===== src/common/alu_pkg.sv =====
`default_nettype none

package alu_pkg;

    // datapath widths
    localparam int xlen    = 64;
    localparam int word_w  = 32;
    localparam int shamt_w = 6;

    // iterative multiply/divide
    localparam int muldiv_iters = 64;
    localparam int cnt_w        = 7;

    // fixed result encodings
    localparam logic [xlen-1:0] res_zero      = '0;
    localparam logic [xlen-1:0] res_one       = xlen'(1);
    localparam logic [xlen-1:0] div0_quotient = '1;
    localparam logic [xlen-1:0] min_signed    = {1'b1, {(xlen-1){1'b0}}};

    typedef enum logic [4:0] {
        op_add,
        op_sub,
        op_pass_a,
        op_pass_b,
        op_xor,
        op_or,
        op_and,
        op_sll,
        op_srl,
        op_sra,
        op_slt,
        op_sltu,
        op_eq,
        op_ge,
        op_geu,
        op_mul,
        op_div,
        op_divu,
        op_rem,
        op_remu
    } alu_op_t;

    // ops handled by the iterative unit
    function automatic logic is_muldiv(alu_op_t op);
        return op inside {op_mul, op_div, op_divu, op_rem, op_remu};
    endfunction

endpackage

`default_nettype wire


===== src/common/exu_pkg.sv =====
`default_nettype none

package exu_pkg;

    import alu_pkg::*;

    typedef enum logic {
        sel_a_rs1,
        sel_a_pc
    } sel_a_t;

    typedef enum logic [1:0] {
        sel_b_rs2,
        sel_b_csr,
        sel_b_imm
    } sel_b_t;

    // one execute request, held while in_valid is high
    typedef struct packed {
        alu_op_t         op;
        sel_a_t          sel_a;
        sel_b_t          sel_b;
        logic            word;
        logic [xlen-1:0] pc;
        logic [xlen-1:0] rs1;
        logic [xlen-1:0] rs2;
        logic [xlen-1:0] csr;
        logic [xlen-1:0] imm;
    } exu_req_t;

endpackage

`default_nettype wire


===== src/muldiv/muldiv_counter.sv =====
`timescale 1ns/1ps
`default_nettype none

module muldiv_counter import alu_pkg::*; (
    input  logic clk,
    input  logic rst_n,
    input  logic load,
    input  logic step,
    output logic last
);

    logic [cnt_w-1:0] cnt;

    always_ff @(posedge clk) begin
        if (!rst_n) begin
            cnt <= '0;
        end else if (load) begin
            cnt <= cnt_w'(muldiv_iters - 1);
        end else if (step) begin
            cnt <= cnt - 1'b1;
        end
    end

    // high during the final step only
    assign last = step & (cnt == '0);

endmodule

`default_nettype wire


===== src/muldiv/muldiv_datapath.sv =====
`timescale 1ns/1ps
`default_nettype none

module muldiv_datapath import alu_pkg::*; (
    input  logic            clk,
    input  logic            rst_n,
    input  logic            load,
    input  logic            step,
    input  logic            finish,
    input  alu_op_t         op,
    input  logic [xlen-1:0] a,
    input  logic [xlen-1:0] b,
    output logic [xlen-1:0] result
);

    logic            is_mul;
    logic            is_signed;
    logic            neg_a;
    logic            neg_b;
    logic [xlen-1:0] mag_a;
    logic [xlen-1:0] mag_b;

    // acc holds the product or the partial remainder
    // sh holds the multiplier bits or the dividend turning into the quotient
    // mcand holds the multiplicand or the divisor
    logic [xlen-1:0] acc;
    logic [xlen-1:0] sh;
    logic [xlen-1:0] mcand;

    logic            quot_neg;
    logic            rem_neg;
    logic            div_zero;
    logic            div_ovf;

    logic [xlen:0]   rem_shift;
    logic [xlen:0]   rem_diff;
    logic [xlen-1:0] quot_fix;
    logic [xlen-1:0] rem_fix;

    assign is_mul    = (op == op_mul);
    assign is_signed = (op == op_div) || (op == op_rem);

    // low product is sign agnostic, so mul runs unsigned
    assign neg_a = is_signed & a[xlen-1];
    assign neg_b = is_signed & b[xlen-1];
    assign mag_a = neg_a ? -a : a;
    assign mag_b = neg_b ? -b : b;

    // each restoring trial shifts in the next dividend bit and tries a subtract
    assign rem_shift = {acc, sh[xlen-1]};
    assign rem_diff  = rem_shift - {1'b0, mcand};

    always_ff @(posedge clk) begin
        if (load) begin
            acc      <= '0;
            sh       <= is_mul ? mag_b : mag_a;
            mcand    <= is_mul ? mag_a : mag_b;
            quot_neg <= neg_a ^ neg_b;
            rem_neg  <= neg_a;
            div_zero <= (b == '0);
            div_ovf  <= is_signed && (a == min_signed) && (b == '1);
        end else if (step) begin
            if (is_mul) begin
                if (sh[0]) begin
                    acc <= acc + mcand;
                end
                sh    <= sh >> 1;
                mcand <= mcand << 1;
            end else if (!rem_diff[xlen]) begin
                acc <= rem_diff[xlen-1:0];
                sh  <= {sh[xlen-2:0], 1'b1};
            end else begin
                acc <= rem_shift[xlen-1:0];
                sh  <= {sh[xlen-2:0], 1'b0};
            end
        end
    end

    // sign correction of quotient and remainder
    assign quot_fix = quot_neg ? -sh : sh;
    assign rem_fix  = rem_neg ? -acc : acc;

    always_ff @(posedge clk) begin
        if (!rst_n) begin
            result <= res_zero;
        end else if (finish) begin
            case (op)
                op_mul: result <= acc;
                op_div, op_divu: begin
                    if (div_zero) begin
                        result <= div0_quotient;
                    end else if (div_ovf) begin
                        result <= min_signed;
                    end else begin
                        result <= quot_fix;
                    end
                end
                op_rem, op_remu: begin
                    // divide by zero leaves the dividend in acc, rem_fix restores its sign
                    if (div_ovf) begin
                        result <= res_zero;
                    end else begin
                        result <= rem_fix;
                    end
                end
                default: result <= res_zero;
            endcase
        end
    end

endmodule

`default_nettype wire


===== src/muldiv/muldiv_fsm.sv =====
`timescale 1ns/1ps
`default_nettype none

module muldiv_fsm (
    input  logic clk,
    input  logic rst_n,
    input  logic start,
    input  logic flush,
    input  logic last,
    output logic load,
    output logic step,
    output logic finish,
    output logic busy,
    output logic done
);

    typedef enum logic [1:0] {
        st_idle,
        st_load,
        st_run,
        st_finish
    } state_t;

    state_t state;
    state_t state_nxt;

    always_comb begin
        state_nxt = state;
        case (state)
            st_idle: begin
                if (start) begin
                    state_nxt = st_load;
                end
            end
            st_load: state_nxt = st_run;
            st_run: begin
                if (last) begin
                    state_nxt = st_finish;
                end
            end
            st_finish: state_nxt = st_idle;
            default:   state_nxt = st_idle;
        endcase
        // flush wins over everything, including a new start
        if (flush) begin
            state_nxt = st_idle;
        end
    end

    always_ff @(posedge clk) begin
        if (!rst_n) begin
            state <= st_idle;
            done  <= 1'b0;
        end else begin
            state <= state_nxt;
            // result is ready the cycle busy drops
            done  <= (state == st_finish) & ~flush;
        end
    end

    // datapath phase strobes
    assign load   = (state == st_load);
    assign step   = (state == st_run);
    assign finish = (state == st_finish);
    assign busy   = (state != st_idle);

endmodule

`default_nettype wire


===== src/verilog/exu_top.sv =====
`timescale 1ns/1ps
`default_nettype none

module exu_top import alu_pkg::*, exu_pkg::*; (
    input  logic            clk,
    input  logic            rst_n,
    input  logic            flush,
    input  logic            in_valid,
    input  exu_req_t        req,
    output logic [xlen-1:0] res,
    output logic            res_valid,
    output logic            busy
);

    logic [xlen-1:0] a;
    logic [xlen-1:0] b;
    logic [xlen-1:0] alu_res;
    logic            alu_valid;

    logic            start;
    alu_op_t         op_q;
    logic [xlen-1:0] a_q;
    logic [xlen-1:0] b_q;
    logic            md_load;
    logic            md_step;
    logic            md_finish;
    logic            md_last;
    logic            md_done;
    logic [xlen-1:0] md_result;
    logic [xlen-1:0] res_q;

    operand_mux u_operand_mux (
        .req (req),
        .a   (a),
        .b   (b)
    );

    // flush cancels an op issued in the same cycle
    int_alu u_int_alu (
        .clk       (clk),
        .rst_n     (rst_n),
        .in_valid  (in_valid & ~flush),
        .op        (req.op),
        .word      (req.word),
        .a         (a),
        .b         (b),
        .res       (alu_res),
        .alu_valid (alu_valid)
    );

    assign start = in_valid & is_muldiv(req.op);

    // req may change after start, datapath loads a cycle later
    always_ff @(posedge clk) begin
        if (start) begin
            op_q <= req.op;
            a_q  <= a;
            b_q  <= b;
        end
    end

    muldiv_fsm u_muldiv_fsm (
        .clk    (clk),
        .rst_n  (rst_n),
        .start  (start),
        .flush  (flush),
        .last   (md_last),
        .load   (md_load),
        .step   (md_step),
        .finish (md_finish),
        .busy   (busy),
        .done   (md_done)
    );

    muldiv_counter u_muldiv_counter (
        .clk   (clk),
        .rst_n (rst_n),
        .load  (md_load),
        .step  (md_step),
        .last  (md_last)
    );

    muldiv_datapath u_muldiv_datapath (
        .clk    (clk),
        .rst_n  (rst_n),
        .load   (md_load),
        .step   (md_step),
        .finish (md_finish),
        .op     (op_q),
        .a      (a_q),
        .b      (b_q),
        .result (md_result)
    );

    assign res_valid = alu_valid | md_done;

    // new result passes straight through, otherwise hold the last one
    always_comb begin
        if (alu_valid) begin
            res = alu_res;
        end else if (md_done) begin
            res = md_result;
        end else begin
            res = res_q;
        end
    end

    always_ff @(posedge clk) begin
        if (!rst_n) begin
            res_q <= '0;
        end else if (res_valid) begin
            res_q <= res;
        end
    end

endmodule

`default_nettype wire


===== src/verilog/int_alu.sv =====
`timescale 1ns/1ps
`default_nettype none

module int_alu import alu_pkg::*; (
    input  logic            clk,
    input  logic            rst_n,
    input  logic            in_valid,
    input  alu_op_t         op,
    input  logic            word,
    input  logic [xlen-1:0] a,
    input  logic [xlen-1:0] b,
    output logic [xlen-1:0] res,
    output logic            alu_valid
);

    logic               fire;
    logic [shamt_w-1:0] shamt;
    logic [word_w-1:0]  sra_word;
    logic [xlen-1:0]    sra_full;
    logic [xlen-1:0]    res_d;

    // multiply/divide ops belong to the iterative unit
    assign fire  = in_valid & ~is_muldiv(op);
    assign shamt = b[shamt_w-1:0];

    assign sra_word = $signed(a[word_w-1:0]) >>> shamt;
    assign sra_full = $signed(a) >>> shamt;

    always_comb begin
        case (op)
            op_add:    res_d = a + b;
            op_sub:    res_d = a - b;
            op_pass_a: res_d = a;
            op_pass_b: res_d = b;
            op_xor:    res_d = a ^ b;
            op_or:     res_d = a | b;
            op_and:    res_d = a & b;
            op_sll:    res_d = a << shamt;
            op_srl:    res_d = a >> shamt;
            op_sra: begin
                if (word) begin
                    res_d = {{(xlen-word_w){1'b0}}, sra_word};
                end else begin
                    res_d = sra_full;
                end
            end
            // compares yield 1 or 0
            op_slt:    res_d = ($signed(a) < $signed(b)) ? res_one : res_zero;
            op_sltu:   res_d = (a < b) ? res_one : res_zero;
            op_eq:     res_d = (a == b) ? res_one : res_zero;
            op_ge:     res_d = ($signed(a) >= $signed(b)) ? res_one : res_zero;
            op_geu:    res_d = (a >= b) ? res_one : res_zero;
            default:   res_d = res_zero;
        endcase
    end

    always_ff @(posedge clk) begin
        if (!rst_n) begin
            alu_valid <= 1'b0;
        end else begin
            alu_valid <= fire;
        end
    end

    always_ff @(posedge clk) begin
        if (fire) begin
            res <= res_d;
        end
    end

endmodule

`default_nettype wire


===== src/verilog/operand_mux.sv =====
`timescale 1ns/1ps
`default_nettype none

module operand_mux import alu_pkg::*, exu_pkg::*; (
    input  exu_req_t        req,
    output logic [xlen-1:0] a,
    output logic [xlen-1:0] b
);

    logic [xlen-1:0] rs1_ext;

    // word ops see only the low half of rs1
    assign rs1_ext = req.word ? {{(xlen-word_w){1'b0}}, req.rs1[word_w-1:0]} : req.rs1;

    always_comb begin
        case (req.sel_a)
            sel_a_pc: a = req.pc;
            default:  a = rs1_ext;
        endcase
    end

    always_comb begin
        case (req.sel_b)
            sel_b_csr: b = req.csr;
            sel_b_imm: b = req.imm;
            default:   b = req.rs2;
        endcase
    end

endmodule

`default_nettype wire

===== config.mk =====
export PLATFORM = sky130hd
export DESIGN_NAME = exu_top
export DESIGN_NICKNAME = d
export VERILOG_FILES = /design/src/common/alu_pkg.sv /design/src/common/exu_pkg.sv /design/src/muldiv/muldiv_counter.sv /design/src/muldiv/muldiv_datapath.sv /design/src/muldiv/muldiv_fsm.sv /design/src/verilog/exu_top.sv /design/src/verilog/int_alu.sv /design/src/verilog/operand_mux.sv
export SDC_FILE = /design/constraint.sdc
export NUM_CORES = 2
export LEC_CHECK = 0
export ABC_AREA = 1
export BUFFER_PORTS_ARGS = -buffer_cell sky130_fd_sc_hd__buf_2
export CAP_MARGIN = 20
export CORE_MARGIN = 3
export CORE_UTILIZATION = 30
export DETAILED_ROUTE_END_ITERATION = 12
export GPL_ROUTABILITY_DRIVEN = 1
export SLEW_MARGIN = 30
export SYNTH_ARGS = -nofsm -noshare
export SYNTH_HDL_FRONTEND = slang
export SYNTH_SLANG_ARGS = --single-unit

===== constraint.sdc =====
create_clock -name clk -period 18.65 [get_ports clk]
set_clock_uncertainty 0.2 [all_clocks]
set_input_delay 1.865 -clock clk [delete_from_list [all_inputs] [get_ports clk]]
set_output_delay 1.865 -clock clk [all_outputs]
set_load 0.1 [all_outputs]

# After elaboration in Yosys (flattened, before gate mapping)
# Cells that the tools add are included.
[word_totals]
ff_bits = 532
word_cells = 140
inputBits = 333
out_inout_bits = 66
[op_classes]
bitwise = 15
addsub = 9
magnitude_cmp = 4
mux = 37
reduce_logical = 18
eq_ne = 35
shift = 4
[op_table]
columns = ["op", "count"]
rows = [
  ["2-to-1 mux 64 bit", 23],
  ["one-hot mux 64 bit (15 select lines)", 1],
  ["negator 64 bit", 4],
  ["one-hot mux 64 bit (3 select lines)", 1],
  ["adder 64 bit", 2],
  ["equality test 64 bit (second input constant)", 2],
  [">= comparator 64 bit", 2],
  ["less-than comparator 64 bit", 2],
  ["one-hot mux 64 bit (2 select lines)", 1],
  ["subtractor 65 x 64 -> 65 bit", 1],
  ["AND 64 bit", 1],
  ["equality test 64 bit", 1],
  ["zero test 64 bit", 1],
  ["bitwise OR 64 bit", 1],
  ["<< shifter 64 x 6 -> 64 bit", 1],
  ["right shift 64 x 6 -> 64 bit", 1],
  [">>> shifter 64 x 6 -> 64 bit", 1],
  ["subtractor 64 bit", 1],
  ["bitwise XOR 64 bit", 1],
  ["equality test 5 x 4 -> 1 bit (second input constant)", 9],
  ["equality test 5 bit (second input constant)", 8],
  [">>> shifter 32 x 6 -> 32 bit", 1],
  ["equality test 5 x 3 -> 1 bit (second input constant)", 4],
  ["2-to-1 mux 6 bit", 2],
  ["other kinds (22)", 50],
]

# Longest topological paths before layout
[depth]
word_depth = 6
mapped_depth = 31

# By module
# From an unflattened synthesis, not the netlist that was laid out.
[unflattened]
cells_unflattened = 12704
hier_area_um2 = 70996.8
[by_module_without_submodules]
columns = ["mod", "instances", "cells_each", "area_each_um2", "seq_area_each_um2"]
rows = [
  ["muldiv_datapath", 1, 6274, 34593.2, 6526.3],
  ["int_alu", 1, 5090, 26142.6, 1941.9],
  ["exu_top", 1, 628, 7193.1, 5275.1],
  ["operand_mux", 1, 623, 2458.6, 0.0],
  ["muldiv_counter", 1, 61, 391.6, 140.1],
  ["muldiv_fsm", 1, 28, 217.7, 60.1],
]

# Worst setup path after synthesis
# No wires, ideal clock.
[synth_timing]
path_type = "in2reg"
from = "input req[325] in the netlist's numbering"
to = "register u_muldiv_fsm.state[0]"
arrival_time_ns = 9.272
path_slack_ns = 9.083
path_buffers = 0
setup_ns = 0.096
path_stages = 8
path_cell_list = "inv_1 -> nor3_1 -> inv_1 -> o22ai_1 -> inv_1 -> nor2_1 -> o21ai_0 -> a211oi_1"
[synth_via]
elab_chain_len = 5
word_cells_on_any_way = 9
classes_between = "eq/ne: 6; bitwise: 1; reduce/logical: 2"
[synth_rtl]
columns = ["element", "line", "text"]
rows = [
  ["start: declaration", "exu_top.sv:9", "input exu_req_t req,"],
  ["equality test 5 x 4 -> 1 bit / equality test 5 bit (equally long branches)", "alu_pkg.sv:45", "return op inside {op_mul, op_div, op_divu, op_rem, op_remu};"],
  ["nonzero test 5 bit *", "alu_pkg.sv:45", ""],
  ["AND 1 bit *", "exu_top.sv:51", "assign start = in_valid & is_muldiv(req.op);"],
  ["via start", "exu_top.sv:20", "logic start;"],
  ["inequality test 2 bit (no line) *", "--", ""],
  ["AND reduction 2 bit (no line) *", "--", ""],
  ["end signal: assignment", "muldiv_fsm.sv:52", "state <= st_idle;"],
  ["end signal: assignment", "muldiv_fsm.sv:55", "state <= state_nxt;"],
  ["end: declaration", "muldiv_fsm.sv:24", "state_t state;"],
]
# The timed path passes the listed nets; every way through them passes the cells marked *.
# A chain may end at the register's enable or synchronous reset.

# Final worst setup path
[layout_timing]
from = "input req[321] in the netlist's numbering"
to = "register u_int_alu.res[27] (data pin)"
[layout_via]
elab_chain_len = 5
word_cells_on_any_way = 14
classes_between = "add/sub: 2; eq/ne: 2; shift: 4; mux: 3; bitwise: 3"
[layout_rtl]
columns = ["element", "line", "text"]
rows = [
  ["equality test 2 bit / equality test 2 x 1 -> 1 bit (equally long branches)", "operand_mux.sv:23", "case (req.sel_b)"],
  ["one-hot mux 64 bit (2 select lines) *", "operand_mux.sv:23", ""],
  ["branches (longest 2 deep; another with subtractor 64 bit)", "--", ""],
  ["one-hot mux 64 bit (15 select lines) *", "int_alu.sv:30", "case (op)"],
  ["via u_int_alu.res_d[27]", "int_alu.sv:20", "logic [xlen-1:0] res_d;"],
  ["end signal: assignment", "int_alu.sv:67", "res <= res_d;"],
  ["end: declaration", "int_alu.sv:12", "output logic [xlen-1:0] res,"],
]
# Mark *: on every way through the listed nets, which the timed path passes.

==> results.toml <==
[cells_and_area]
area_growth_syn_to_layout_pct = 11.06
drive_gt1_share_pct = 7.981
finish.net_count = 12259
layout_commonest_cell = "nand2_1"
multiInputGateArea_um2 = 46480
fillers = 25845
fin_area_um2 = 74990
register_area_um2 = 13940
layout_common_cells = "nand2_1, inv_1, nor2_1, nand3_1, o21ai_0"

[pwr]
power_mw = 8.063
p_leak_nw = 31.74
p_per_area_nw_per_um2 = 107.5
vdd_ir_drop_max_mv = 0.07723

[clocking]
clock_latency_ns = 0.79
post_cts_resized = 0
cts_tree = "yes"
cts.htree.levels = 3
clock-sinks = 532
numCtsBuffers = 73
postCtsSetupBuffers = 0
clkSlewWorstSetupHoldPaths_ns = 0.08
hold_buffers = 0
clock_path_buffers = 3
root_buffer = "clkbuf_16"

[synth]
ys_async_sr_fraction_pct = 0
yosysSeqAreaShare_pct = 20.65
ys.flop_type = "edfxtp_1"
synth_cell_types = 78
synth.avg_cell_area_um2 = 5.895
synth_edf_count = 329
yosys_warnings = 0
postSynthCellCount = 11455
synth_area_um2 = 67520
synth_seq_cells = 532
syn_nets = 12133

[sta]
setup_viol = 0
rsz0062_at_grt = "false"
maxSlewViolCount = 0
hold_viol = 0
setup_tns_ns = 0
worst_slew_pin_slew_ns = 1.185
fin_crit_ns = 7.678
slew_headroom_pct = 20.87
max_freq_ghz = 0.1302
finalCritPeriodShare_pct = 41.17
holdWs_ns = 0.2686

[setup_path]
r2r_start = "u_muldiv_datapath.mcand[23]"
criticalPathCategory = "in2reg"
cp.required_ns = 18.96
rrSetupSlack_ns = 12.85
critPathLaunchType = "primary input"
reg2reg_depth = 15
worstReg2RegEnd = "u_muldiv_datapath.acc[35]"
cp.arrival_ns = 7.99
path_max_fanout = 45
endpoint_kind = "flop"

[die]
core_um2 = 223000
dieHeight_um = 480.4
die_w_um = 480.4
die-area_um2 = 230800
fp-row-count = 173
start_util_pct = 30.29
io_pins = 399

[routing]
vias = 86415
drc = 0
ant_nets = 0
first_pass_iters = 7
drt_wl_total_mm = 499.2
wl_per_cell_um = 34.12
drt_iter0_drc = 11459
avgViaCountPerCell = 5.906

[min_path]
worstHoldPathCells = 2
whs_endpoint = "u_muldiv_datapath.result[28]"
holdCritPathClass = "reg2reg"
hold_start = "u_muldiv_datapath.result[28]"

[global_route]
grt_first_pass_wirelength_mm = 671.4
grt_pass1_vias = 81780
grt_max_degree = 93
grt_usage_pct = 41.57
overflow = 0
antenna_found_initial = 49

[placement]
portBuffers = 398
routabilityCongestion = 1.164
dpl-instance-area_um2 = 72510
dp_hpwl_mm = 414.1

[status]
status = "complete, no violations"

[flow_run]
cap_violations = 0
report_power, final:
part | internal [mW] | switching [mW]
logic | 1.20 | 3.63
clock network | 0.806 | 0.675
registers | 1.39 | 0.362
total | 3.39 | 4.67
worst max-delay path, stage by stage:
cell,delay [ns]
buf_2,0.11
inv_1,0.05
ha_2,0.26
buf_4,0.26
inv_4,0.38
nand2_1,0.17
o21ai_4,0.08
buf_4,0.51
clkinv_2,0.75
ha_1,0.87
nand2_1,0.20
inv_1,0.14
nand2_1,0.15
nor2_1,0.23
nand2_1,0.08
o21ai_1,0.47
nand2_1,0.14
nand2_1,0.13
nand2_1,0.06
nand3_1,0.08
nand3_1,0.12
nor2_1,0.64
nand3_1,0.15
worst max-delay path by stage:
| stage | depth (start not counted) | end | slack [ns] | from |
|---|---|---|---|---|
| 2_1_floorplan | 8 | u_muldiv_fsm.state[0] | 9.08 | req[325] |
| 3_3_place_gp | 20 | u_int_alu.res[6] | 10.20 | req[322] |
| 3_5_place_dp | 24 | u_int_alu.res[24] | 10.40 | req[322] |
| 4_1_cts | 24 | u_int_alu.res[24] | 11.19 | req[322] |
| 5_1_grt | 22 | u_int_alu.res[27] | 11.00 | req[321] |
| 6_report | 23 | u_int_alu.res[27] | 10.97 | req[321] |
synthesized netlist by cell type (12+ instances only):
| library cell | count | area, µm² |
|---|---|---|
| dfxtp_1 | 203 | 4064 |
| nor2_1 | 1311 | 4921 |
| a21boi_0 | 20 | 150.1 |
| nand4_1 | 152 | 950.9 |
| edfxtp_1 | 329 | 9879 |
| a211oi_1 | 35 | 262.8 |
| nand3_1 | 1232 | 6166 |
| a22o_1 | 30 | 262.8 |
| nand2_2 | 20 | 125.1 |
| nand2_1 | 2865 | 10750 |
| nor3_1 | 171 | 855.8 |
| or2_1 | 24 | 150.1 |
| buf_4 | 23 | 172.7 |
| o21bai_1 | 32 | 240.2 |
| a21oi_1 | 790 | 3954 |
| inv_2 | 23 | 86.33 |
| o211ai_1 | 197 | 1479 |
| a31oi_1 | 74 | 462.9 |
| or2_2 | 48 | 300.3 |
| xor2_1 | 151 | 1323 |
| clkbuf_1 | 310 | 1164 |
| o21ai_0 | 853 | 4269 |
| nor4_1 | 66 | 412.9 |
| o21a_1 | 54 | 405.4 |
| nand3b_1 | 24 | 180.2 |
| a221oi_1 | 12 | 105.1 |
| o31ai_1 | 12 | 90.09 |
| buf_2 | 110 | 550.5 |
| o311ai_0 | 28 | 245.2 |
| o221ai_1 | 20 | 175.2 |
| o21ai_1 | 114 | 570.6 |
| buf_6 | 19 | 214.0 |
| buf_1 | 62 | 232.7 |
| a221o_1 | 27 | 270.3 |
| o2111ai_1 | 26 | 227.7 |
| o22ai_1 | 91 | 569.3 |
| ha_1 | 341 | 4267 |
| inv_1 | 1321 | 4959 |
| xnor2_1 | 48 | 420.4 |
| or2_0 | 14 | 87.58 |
| o21ai_2 | 26 | 227.7 |
| a21o_1 | 30 | 225.2 |
layer usage:
| metal | GRT usage (%) | up-vias | wire length, µm |
|---|---|---|---|
| met2 | 64.10 | 5341 | 214900 |
| met4 | 43.13 | 26 | 63290 |
| met1 | 46.49 | 40790 | 176900 |
| met5 | 0 | - | 168 |
| met3 | 8.460 | 1477 | 43970 |
| li1 | - | 38781 | - |
flip-flops by register name, indices dropped and copies added, names as in the netlist:
register and flops:
a_q 64, b_q 64, op_q 5, res_q 64, u_int_alu.alu_valid 1, u_int_alu.res 64, u_muldiv_counter.cnt 7, u_muldiv_datapath.acc 64
u_muldiv_datapath.div_ovf 1, u_muldiv_datapath.div_zero 1, u_muldiv_datapath.mcand 64, u_muldiv_datapath.quot_neg 1, u_muldiv_datapath.rem_neg 1, u_muldiv_datapath.result 64, u_muldiv_datapath.sh 64, u_muldiv_fsm.done 1
u_muldiv_fsm.state 2
final cells by class:
| type | count | share of cell area [%] |
|---|---|---|
| tap | 2975 | 4.964 |
| clock buffer | 100 | 2.735 |
| antenna | 16 | 0.05339 |
| timing repair buffer | 576 | 4.463 |
| inverter | 1350 | 6.789 |
| sequential | 532 | 18.60 |
| multi-input combinational | 9048 | 61.98 |
| clock inverter | 34 | 0.4171 |
stage by stage:
step	worst slack [ns]	instances	util [%]
floorplan	9.083	11455	-
global placement	10.20	14478	32.49
detailed placement	10.40	14478	32.52
CTS	11.19	14612	33.58
global route	11.00	14619	33.62
finish	10.97	14631	33.64
cell families (layout without fill, tap and decap cells):
kind of cell / after synthesis / in the layout / share of synthesized area, %
AOI/OAI and AO/OA: 2516 / 2516 / 21.69
xor gates and xnor gates: 199 / 199 / 2.581
adders and majority gates: 345 / 345 / 6.437
buffers and inverters: 1875 / 2060 / 10.99
DFF: 532 / 532 / 20.65
other: 0 / 16 / 0
and+or+nand+nor: 5988 / 5988 / 37.65
No activity file was read; power rests on OpenSTA's default activity.
